**src/logic/bus_pkg.sv**
```systemverilog
package bus_pkg;

    localparam int unsigned addr_w = 32;
    localparam int unsigned data_w = 32;
    localparam int unsigned resp_w = 2;

    // one byte address on the fabric.
    typedef logic [addr_w-1:0] addr_t;

    // read or write data word.
    typedef logic [data_w-1:0] data_t;

    // response code, encoded as on AXI-Lite.
    typedef logic [resp_w-1:0] resp_t;

    localparam resp_t resp_okay   = resp_t'(2'b00);
    localparam resp_t resp_decerr = resp_t'(2'b11);

    // the arbiter holds one transaction at a time.
    // paused is only entered from idle, so nothing is in flight there.
    typedef enum logic [1:0] {
        arb_idle   = 2'd0,
        arb_busy   = 2'd1,
        arb_paused = 2'd2
    } arb_state_t;

endpackage

```
**src/logic/mmap_pkg.sv**
```systemverilog
package mmap_pkg;
    import bus_pkg::*;

    // target zero starts here, the others follow at a fixed stride.
    localparam addr_t mmap_base = addr_t'(32'h4000_0000);

    // distance between the bases of two neighbouring targets.
    localparam addr_t mmap_stride = addr_t'(32'h0000_1000);

    // low address bits that fall inside one target region.
    localparam int unsigned mmap_region_bits = 12;

    // bytes covered by one target region.
    // with the stride equal to this size, the regions sit back to back.
    localparam addr_t mmap_region_size = addr_t'(1) << mmap_region_bits;

    // base address of target idx.
    function automatic addr_t mmap_region_base(input int unsigned idx);
        addr_t offset;
        offset = addr_t'(idx) * mmap_stride;
        return mmap_base + offset;
    endfunction

    // true when addr lies inside the region of target idx.
    function automatic logic mmap_in_region(input addr_t addr, input int unsigned idx);
        addr_t lo;
        lo = mmap_region_base(idx);
        return (addr >= lo) && (addr - lo < mmap_region_size);
    endfunction

endpackage

```
**src/logic/fabric_arbiter.sv**
```systemverilog
`timescale 1ns/1ps

module fabric_arbiter import bus_pkg::*; #(
    parameter int unsigned num_msts  = 3,
    localparam int unsigned mst_idx_w = $clog2(num_msts)
) (
    input  logic                 hsdom_seq,
    input  logic                 arst_n,

    input  logic [num_msts-1:0]  mst_req_valid,
    output logic [num_msts-1:0]  mst_req_ready,

    input  logic                 pause_req,
    output logic                 pause_ack,

    output logic                 grant_valid,
    output logic [mst_idx_w-1:0] grant_idx,
    input  logic                 done
);

    arb_state_t state;

    logic [mst_idx_w-1:0] last_idx;
    logic [mst_idx_w-1:0] pick_idx;
    logic                 pick_found;

    // rotate priority so that the master after the last winner is tried first.
    always_comb begin
        int unsigned cand;
        pick_found = 1'b0;
        pick_idx   = '0;
        for (int unsigned k = 1; k <= num_msts; k++) begin
            cand = (int'(last_idx) + k) % num_msts;
            if (!pick_found && mst_req_valid[cand]) begin
                pick_found = 1'b1;
                pick_idx   = mst_idx_w'(cand);
            end
        end
    end

    always_ff @(posedge hsdom_seq or negedge arst_n) begin
        if (!arst_n) begin
            state         <= arb_idle;
            last_idx      <= mst_idx_w'(num_msts - 1);
            grant_valid   <= 1'b0;
            grant_idx     <= '0;
            mst_req_ready <= '0;
        end else begin
            // grant and ready are single-cycle strobes.
            grant_valid   <= 1'b0;
            mst_req_ready <= '0;

            case (state)
                arb_idle: begin
                    // a pause request wins over any pending request.
                    if (pause_req) begin
                        state <= arb_paused;
                    end else if (pick_found) begin
                        state                   <= arb_busy;
                        grant_valid             <= 1'b1;
                        grant_idx               <= pick_idx;
                        last_idx                <= pick_idx;
                        mst_req_ready[pick_idx] <= 1'b1;
                    end
                end

                arb_busy: begin
                    // stay here until the decoder has returned the response.
                    if (done) begin
                        state <= arb_idle;
                    end
                end

                arb_paused: begin
                    if (!pause_req) begin
                        state <= arb_idle;
                    end
                end

                default: begin
                    state <= arb_idle;
                end
            endcase
        end
    end

    // the paused state is only reachable from idle, so nothing is in flight
    // while the acknowledge is high.
    assign pause_ack = (state == arb_paused);

endmodule

```
**src/logic/fabric_decoder.sv**
```systemverilog
`timescale 1ns/1ps

module fabric_decoder import bus_pkg::*, mmap_pkg::*; #(
    parameter int unsigned num_msts  = 3,
    parameter int unsigned num_slvs  = 4,
    localparam int unsigned mst_idx_w = $clog2(num_msts),
    localparam int unsigned slv_idx_w = (num_slvs > 1) ? $clog2(num_slvs) : 1
) (
    input  logic                 hsdom_seq,
    input  logic                 arst_n,

    input  logic                 grant_valid,
    input  logic [mst_idx_w-1:0] grant_idx,

    input  logic [num_msts-1:0]  mst_req_write,
    input  addr_t                mst_req_addr  [num_msts],
    input  data_t                mst_req_wdata [num_msts],

    output logic [num_msts-1:0]  mst_rsp_valid,
    output data_t                mst_rsp_rdata [num_msts],
    output resp_t                mst_rsp_resp  [num_msts],

    output logic [num_slvs-1:0]  slv_req,
    output logic                 slv_write,
    output addr_t                slv_addr,
    output data_t                slv_wdata,

    input  logic [num_slvs-1:0]  slv_rsp,
    input  data_t                slv_rdata [num_slvs],
    input  resp_t                slv_resp  [num_slvs],

    output logic                 done
);

    addr_t                req_addr;
    addr_t                req_offset;
    addr_t                req_region;
    logic                 req_mapped;
    logic [slv_idx_w-1:0] req_tgt;

    logic                 pending;
    logic [slv_idx_w-1:0] tgt_q;
    logic [mst_idx_w-1:0] owner_q;
    logic                 rsp_hit;

    data_t rsp_rdata;
    resp_t rsp_resp;

    // addresses below the base wrap to a large offset and fail the check too.
    assign req_addr   = mst_req_addr[grant_idx];
    assign req_offset = req_addr - mmap_base;
    assign req_region = req_offset >> mmap_region_bits;
    assign req_mapped = (req_region < addr_t'(num_slvs));
    assign req_tgt    = slv_idx_w'(req_region);

    // only the target that was addressed may answer.
    assign rsp_hit = pending && slv_rsp[tgt_q];

    always_ff @(posedge hsdom_seq or negedge arst_n) begin
        if (!arst_n) begin
            slv_req       <= '0;
            mst_rsp_valid <= '0;
            done          <= 1'b0;
            pending       <= 1'b0;
            tgt_q         <= '0;
            owner_q       <= '0;
        end else begin
            slv_req       <= '0;
            mst_rsp_valid <= '0;
            done          <= 1'b0;

            if (grant_valid) begin
                owner_q <= grant_idx;
                if (req_mapped) begin
                    slv_req[req_tgt] <= 1'b1;
                    pending          <= 1'b1;
                    tgt_q            <= req_tgt;
                end else begin
                    // unmapped, so the fabric answers on its own.
                    mst_rsp_valid[grant_idx] <= 1'b1;
                    done                     <= 1'b1;
                end
            end else if (rsp_hit) begin
                pending                <= 1'b0;
                mst_rsp_valid[owner_q] <= 1'b1;
                done                   <= 1'b1;
            end
        end
    end

    always_ff @(posedge hsdom_seq) begin
        if (grant_valid) begin
            slv_write <= mst_req_write[grant_idx];
            slv_addr  <= req_addr;
            slv_wdata <= mst_req_wdata[grant_idx];
            if (!req_mapped) begin
                rsp_rdata <= '0;
                rsp_resp  <= resp_decerr;
            end
        end else if (rsp_hit) begin
            rsp_rdata <= slv_rdata[tgt_q];
            rsp_resp  <= slv_resp[tgt_q];
        end
    end

    // only the requester sees the response fields, the others read zero.
    for (genvar i = 0; i < num_msts; i++) begin : g_rsp
        assign mst_rsp_rdata[i] = mst_rsp_valid[i] ? rsp_rdata : '0;
        assign mst_rsp_resp[i]  = mst_rsp_valid[i] ? rsp_resp : resp_okay;
    end

endmodule

```
**src/logic/fabric_top.sv**
```systemverilog
`timescale 1ns/1ps

module fabric_top import bus_pkg::*; #(
    parameter int unsigned num_msts = 3,
    parameter int unsigned num_slvs = 4
) (
    input  logic                hsdom_seq,
    input  logic                arst_n,

    input  logic [num_msts-1:0] mst_req_valid,
    input  logic [num_msts-1:0] mst_req_write,
    input  addr_t               mst_req_addr  [num_msts],
    input  data_t               mst_req_wdata [num_msts],
    output logic [num_msts-1:0] mst_req_ready,

    output logic [num_msts-1:0] mst_rsp_valid,
    output data_t               mst_rsp_rdata [num_msts],
    output resp_t               mst_rsp_resp  [num_msts],

    output logic [num_slvs-1:0] slv_req,
    output logic                slv_write,
    output addr_t               slv_addr,
    output data_t               slv_wdata,

    input  logic [num_slvs-1:0] slv_rsp,
    input  data_t               slv_rdata [num_slvs],
    input  resp_t               slv_resp  [num_slvs],

    input  logic                pause_req,
    output logic                pause_ack
);

    localparam int unsigned mst_idx_w = $clog2(num_msts);

    logic                 grant_valid;
    logic [mst_idx_w-1:0] grant_idx;
    logic                 done;

    fabric_arbiter #(
        .num_msts (num_msts)
    ) i_arbiter (
        .hsdom_seq     (hsdom_seq),
        .arst_n        (arst_n),

        .mst_req_valid (mst_req_valid),
        .mst_req_ready (mst_req_ready),

        .pause_req     (pause_req),
        .pause_ack     (pause_ack),

        .grant_valid   (grant_valid),
        .grant_idx     (grant_idx),
        .done          (done)
    );

    fabric_decoder #(
        .num_msts (num_msts),
        .num_slvs (num_slvs)
    ) i_decoder (
        .hsdom_seq     (hsdom_seq),
        .arst_n        (arst_n),

        .grant_valid   (grant_valid),
        .grant_idx     (grant_idx),

        .mst_req_write (mst_req_write),
        .mst_req_addr  (mst_req_addr),
        .mst_req_wdata (mst_req_wdata),

        .mst_rsp_valid (mst_rsp_valid),
        .mst_rsp_rdata (mst_rsp_rdata),
        .mst_rsp_resp  (mst_rsp_resp),

        .slv_req       (slv_req),
        .slv_write     (slv_write),
        .slv_addr      (slv_addr),
        .slv_wdata     (slv_wdata),

        .slv_rsp       (slv_rsp),
        .slv_rdata     (slv_rdata),
        .slv_resp      (slv_resp),

        .done          (done)
    );

endmodule

```
**config.mk**
```make
export PLATFORM = sky130hd
export DESIGN_NAME = fabric_top
export DESIGN_NICKNAME = d
export VERILOG_FILES = /design/src/logic/bus_pkg.sv /design/src/logic/mmap_pkg.sv /design/src/logic/fabric_arbiter.sv /design/src/logic/fabric_decoder.sv /design/src/logic/fabric_top.sv
export SDC_FILE = /design/constraint.sdc
export NUM_CORES = 1
export LEC_CHECK = 0
export BUFFER_PORTS_ARGS = -buffer_cell sky130_fd_sc_hd__buf_4
export CAP_MARGIN = 15
export CORE_AREA = 2 2 202 204
export CTS_CLUSTER_SIZE = 12
export DETAILED_ROUTE_END_ITERATION = 6
export DIE_AREA = 0 0 204 206
export PLACE_DENSITY_LB_ADDON = 0.05
export RECOVER_POWER = 25
export SYNTH_ARGS = -nofsm -noshare
export SYNTH_HDL_FRONTEND = slang
export SYNTH_SLANG_ARGS = --single-unit
```
**constraint.sdc**
```tcl
create_clock -name hsdom_seq -period 5 [get_ports hsdom_seq]
set_clock_uncertainty 0.15 [all_clocks]
set_input_delay 1.25 -clock hsdom_seq [delete_from_list [all_inputs] [get_ports hsdom_seq]]
set_output_delay 1.25 -clock hsdom_seq [all_outputs]
set_load 0.03 [all_outputs]
```
Yosys cells after proc, flatten, opt, wreduce, memory -nomap -nowiden
Cells that the tools add are included.

storage, ports and cells
  register bits = 122
  input port bits = 341
  output and inout port bits = 178
  logic and storage cells = 134

cells by class
  add/subtract/negate cells = 4
  div/mod/pow operators = 3
  $lt $le $gt $ge = 15
  eq/ne operators = 7
  multiplexer cells = 70
  bitwise operators = 3
  reduce and logical (&&, ||, !) cells = 16

operators by type and width
  kind                                                               count
  2-to-1 mux 32 bit                                                  12
  binary-select mux 32 bit (select 2 bit)                            3
  < comparator 32 x 3 -> 1 bit, second input constant                3
  modulo 32 x 2 -> 32 bit, second input constant                     3
  subtractor 32 x 31 -> 32 bit, second input constant                1
  2-to-1 mux 2 bit                                                   15
  2-to-1 mux 1 bit                                                   21
  < comparator 20 x 3 -> 1 bit, second input constant                1
  2-to-1 mux 3 bit                                                   6
  < comparator 2 x 3 -> 1 bit, second input constant                 5
  binary-select mux 1 bit (select 2 bit)                             5
  demux 1 bit (select 2 bit)                                         4
  greater-or-equal comparator 2 x 1 -> 1 bit, second input constant  4
  2-to-1 mux 4 bit                                                   2
  logical AND 1 bit                                                  7
  adder 2 x 2 -> 3 bit, second input constant                        2
  greater-or-equal comparator 3 bit, second input constant           2
  inverter 2 -> 3 bit                                                2
  case mux 2 bit (3 select lines)                                    1
  AND reduction 2 bit                                                3
  AND reduction 3 bit                                                2
  binary-select mux 2 bit (select 2 bit)                             1
  != test 2 x 1 -> 1 bit, second input constant                      2
  != test 2 bit, second input constant                               2
  other kinds (8)                                                    9

Logic depth before layout (Yosys ltp)
  word-level depth = 18
  gate-level depth with buffers = 11

Hierarchy
Synthesis repeated with hierarchy kept, for this count alone.

unflattened totals
  cells, all modules = 589
  area total of the unflattened synthesis = 7136.8 um^2

modules (own cells, without submodules)
  module          times used  cells an instance  area each (um^2)  seq. area each (um^2)
  fabric_decoder  1           535                6577.6            3298.2
  fabric_arbiter  1           54                 559.3             226.5

Least setup slack after synthesis
No wires, ideal clock.

  path type = register -> register
  start point = register i_arbiter.grant_valid
  end point = register i_decoder.rsp_rdata[0] (enable)
  setup time = 0.496 ns
  arrival time = 2.991 ns
  required time = 4.354 ns
  slack = 1.363 ns
  cell stages (with the launch flop) = 4
  period minus slack after synthesis = 3.637 ns
  cells stage by stage = dfrtp_1 > inv_1 > nand3_1 > nand2_1

on the way
  longest elaborated chain between the ends = 2
  elaborated cells between the ends (all ways) = 3
  those cells by class = eq/ne: 1; reduce/logical: 2

RTL lines
  element                                                        line                   text
  from (decl)                                                    fabric_arbiter.sv:16   output logic grant_valid,
  from (signal assigned)                                         fabric_arbiter.sv:45   grant_valid <= 1'b0;
  from (signal assigned)                                         fabric_arbiter.sv:50   grant_valid <= 1'b0;
  from (signal assigned)                                         fabric_arbiter.sv:60   grant_valid <= 1'b1;
  != test 2 bit (no line) or nonzero test 2 bit (tied branches)  -
  AND reduction 2 bit (no line) *                                -
  to (signal assigned)                                           fabric_decoder.sv:101  rsp_rdata <= slv_rdata[tgt_q];
  to (decl)                                                      fabric_decoder.sv:46   data_t rsp_rdata;

Mark *: on every way between the ends. The rest lies on a longest branch, timed or not.
A chain may end at the register's enable or synchronous reset.

==> metrics.yaml <==
finish:
  layout_commonest_cell: "buf_4"
  fin_util_pct: 30.1
  drive_gt1_share_pct: 54.8
  area_growth_pct: 71.2
  final_cell_mix: "buf_4 (524), and2_1 (134), edfxtp_1 (99)"
  n_fill_cell: 4265
  finalInstanceArea_sq_um: 12100
  finalNetCount: 1433
yosys:
  synth_compound_area_share_pct: 7.97
  ys_warn_count: 0
  synth_top_family_by_area: "multiplexers"
  synth_top_area_cell: "edfxtp_1"
  synth_edf_count: 99
  synthesis.area_sq_um: 7050
  syn_area_per_cell_sq_um: 12.1
  ys_ff_latch: 121
  synth.area.mux_share_pct: 20.9
  yosysUniqueCellTypes: 43
  synthCells: 585
  synth_nets: 929
  synthAdderAreaFrac_pct: 0.532
  synthFlopType: "edfxtp_1"
  synthXorXnorAreaFrac_pct: 0
  synth-simple-area-share_pct: 17.3
  synth_top_area_share_pct: 42.2
  async_reset_ff_share_pct: 18.2
  ys_seq_area_share_pct: 50.0
  netlist_top_cells_area: "edfxtp_1 (42%), and2_1 (12%), mux4_2 (11%)"
global_routing:
  grtUsageTotal_pct: 14.4
  grt_max_degree: 52
  antenna_found_initial: 1
  grt-ovfl-total: 0
  grt_first_pass_wirelength_microns: 44000
  grt_pass1_vias: 6901
detailed_routing:
  first_pass_iters: 5
  routed_wl_microns: 31300
  top_layer: "met4"
  vias_per_cell: 4.01
  routedWlPerCell_microns: 19.2
  m1WireLength_microns: 11800
  drc: 0
  wl_met3_microns: 2910
  route.met2.wl_microns: 16200
  dr.first_iter.drc_count: 271
  vias: 6554
  ant_nets: 0
setup_path:
  required_ns: 4.80
  worst-path-max-fanout: 35
  cp.arrival_ns: 3.90
  end_kind: "flip-flop"
  critical_path_class: "flip-flop to flip-flop"
  worst_setup_path_start_kind: "flip-flop"
place:
  dp_hpwl_microns: 24800
  port_buffers: 518
  placed_cell_area_sq_um: 11500
  gp_congestion: 0.725
  dpl_worst_slack_ns: 0.958
clocking:
  clk_pin_slew_ns: 0.06
  cts_tree: "done"
  postCtsSetupRepairBufs: 0
  cts_buffers: 17
  clockBufferDepth: 2
  insertion_delay_ns: 0.41
  cts_max_level: 4
  cts_root_buf: "clkbuf_16"
  cts_resized: 0
  cts_sinks: 121
  ctsHoldBuffers: 0
job:
  max_cap_viol_count: 0
power_and_ir_drop:
  power_leakage_nw: 5.28
  peakVddDrop_mv: 0.212
  p_comb_share_pct: 43.7
  power_switching_share_pct: 40.0
  p_int_mw: 3.18
  power_density_nw_per_um2: 439
  sequentialPowerShare_pct: 32.8
  p_sw_mw: 2.12
  clkPwrFrac_pct: 23.5
sta:
  maxSlewHeadroom_pct: 3.59
  fmax_mhz: 244
  post-route-period-util_pct: 82.0
  tns_ns: 0
  setup_viol: 0
  hold_viol_final: 0
  rsz0062_at_grt: "no"
  setup_slack_ns: 0.900
  period_minus_slack_ns: 4.10
  worst_pin_slew_ns: 1.45
  slew_viol_final: 0
floorplan:
  start_util_pct: 17.6
  die_x_microns: 204
  rows: 74
  pin_count: 519
  die_area_sq_um: 42000
  coreArea_sq_um: 40200
  die_height_microns: 206
outcome:
  status: "completed"
hold_path:
  hold_class: "flip-flop to flip-flop"
## cells in the mapped netlist (4+ instances only)
| cell type | count |
|---|---|
| o2bb2ai_1 | 17 |
| edfxtp_1 | 99 |
| o21ai_0 | 51 |
| and2_1 | 134 |
| o32ai_1 | 4 |
| dfrtp_1 | 21 |
| mux2i_1 | 66 |
| buf_2 | 9 |
| inv_1 | 11 |
| a21oi_1 | 5 |
| clkbuf_1 | 28 |
| mux4_2 | 35 |
| nand2_1 | 58 |
## kinds of logic (layout without fill, tap and decap cells)
group / Yosys count / after routing
simple gates: 215 / 215
compound gates: 89 / 89
fa+ha+maj: 3 / 3
flops: 121 / 121
buf+inv: 54 / 570
mux: 103 / 103
other cells: 0 / 1
## critical path, stage by stage (launching register included)
cell,delay (ns)
dfrtp_1,0.89
nor2b_4,0.81
a2bb2oi_1,0.19
nor4_1,0.47
nand3_2,0.18
o21ai_0,0.31
nand2_2,0.57
## registers in the layout, indices dropped and copies added, names as in the netlist
signal	count
i_arbiter.grant_idx	1
i_arbiter.grant_valid	1
i_arbiter.last_idx	2
i_arbiter.mst_req_ready	3
i_arbiter.state	2
i_decoder.done	1
i_decoder.mst_rsp_valid	3
i_decoder.owner_q	2
i_decoder.pending	1
i_decoder.rsp_rdata	32
i_decoder.rsp_resp	2
i_decoder.slv_addr	32
i_decoder.slv_req	4
i_decoder.slv_wdata	32
i_decoder.slv_write	1
i_decoder.tgt_q	2
## final timing paths
path                                              startpoint                                     to  depth (start not counted)  slack (ns)
hold reg to reg                     i_decoder.done$_DFF_PN0_         i_arbiter.state[0]$_DFFE_PN0P_                          1        0.28
min in group asynchronous                             arst_n               i_decoder.done$_DFF_PN0_                          1        0.92
setup / recovery           i_arbiter.last_idx[0]$_DFFE_PN0P_  i_decoder.rsp_rdata[26]$_SDFFCE_PP0P_                          6        0.90
hold / removal                      i_decoder.done$_DFF_PN0_         i_arbiter.state[0]$_DFFE_PN0P_                          1        0.28
max in group asynchronous                             arst_n     i_arbiter.grant_idx[1]$_DFFE_PN0P_                          1        2.90
setup reg to reg           i_arbiter.last_idx[0]$_DFFE_PN0P_  i_decoder.rsp_rdata[26]$_SDFFCE_PP0P_                          6        0.90
## per-layer routing
layer / vias up / global-route usage [%]
met3: 17 / 5.22
li1: 3144 / -
met5: - / 0
met1: 3074 / 15.6
met4: 0 / 3.75
met2: 319 / 26.3
## final cells by class
class,count,area (sq um),area share (%)
multi-input combinational,410,3300,27.3
inverter,11,41.3,0.342
clock buffer,18,429,3.55
clock inverter,13,154,1.27
sequential,121,3530,29.2
tap,532,666,5.51
timing repair buffer,528,3950,32.7
antenna,1,2.50,0.0207
## power groups by stage
stage	registers, mW	logic [mW]	clock network (mW)
global placement	1.76	2.39	0
floorplan	2.03	1.06	0
global route	1.80	2.52	1.33
finish	1.74	2.32	1.25
detailed placement	1.77	2.38	0
CTS	1.75	2.38	1.30
## stage by stage
step                      instances  hold slack, ns  total power, mW
after floorplan                 585           0.260             3.09
after global placement         1602           0.266             4.15
after detailed placement       1602           0.270             4.15
after CTS                      1633           0.281             5.43
after global routing           1634           0.330             5.65
final                          1634           0.277             5.31
Power figures use the tool's default switching activity.
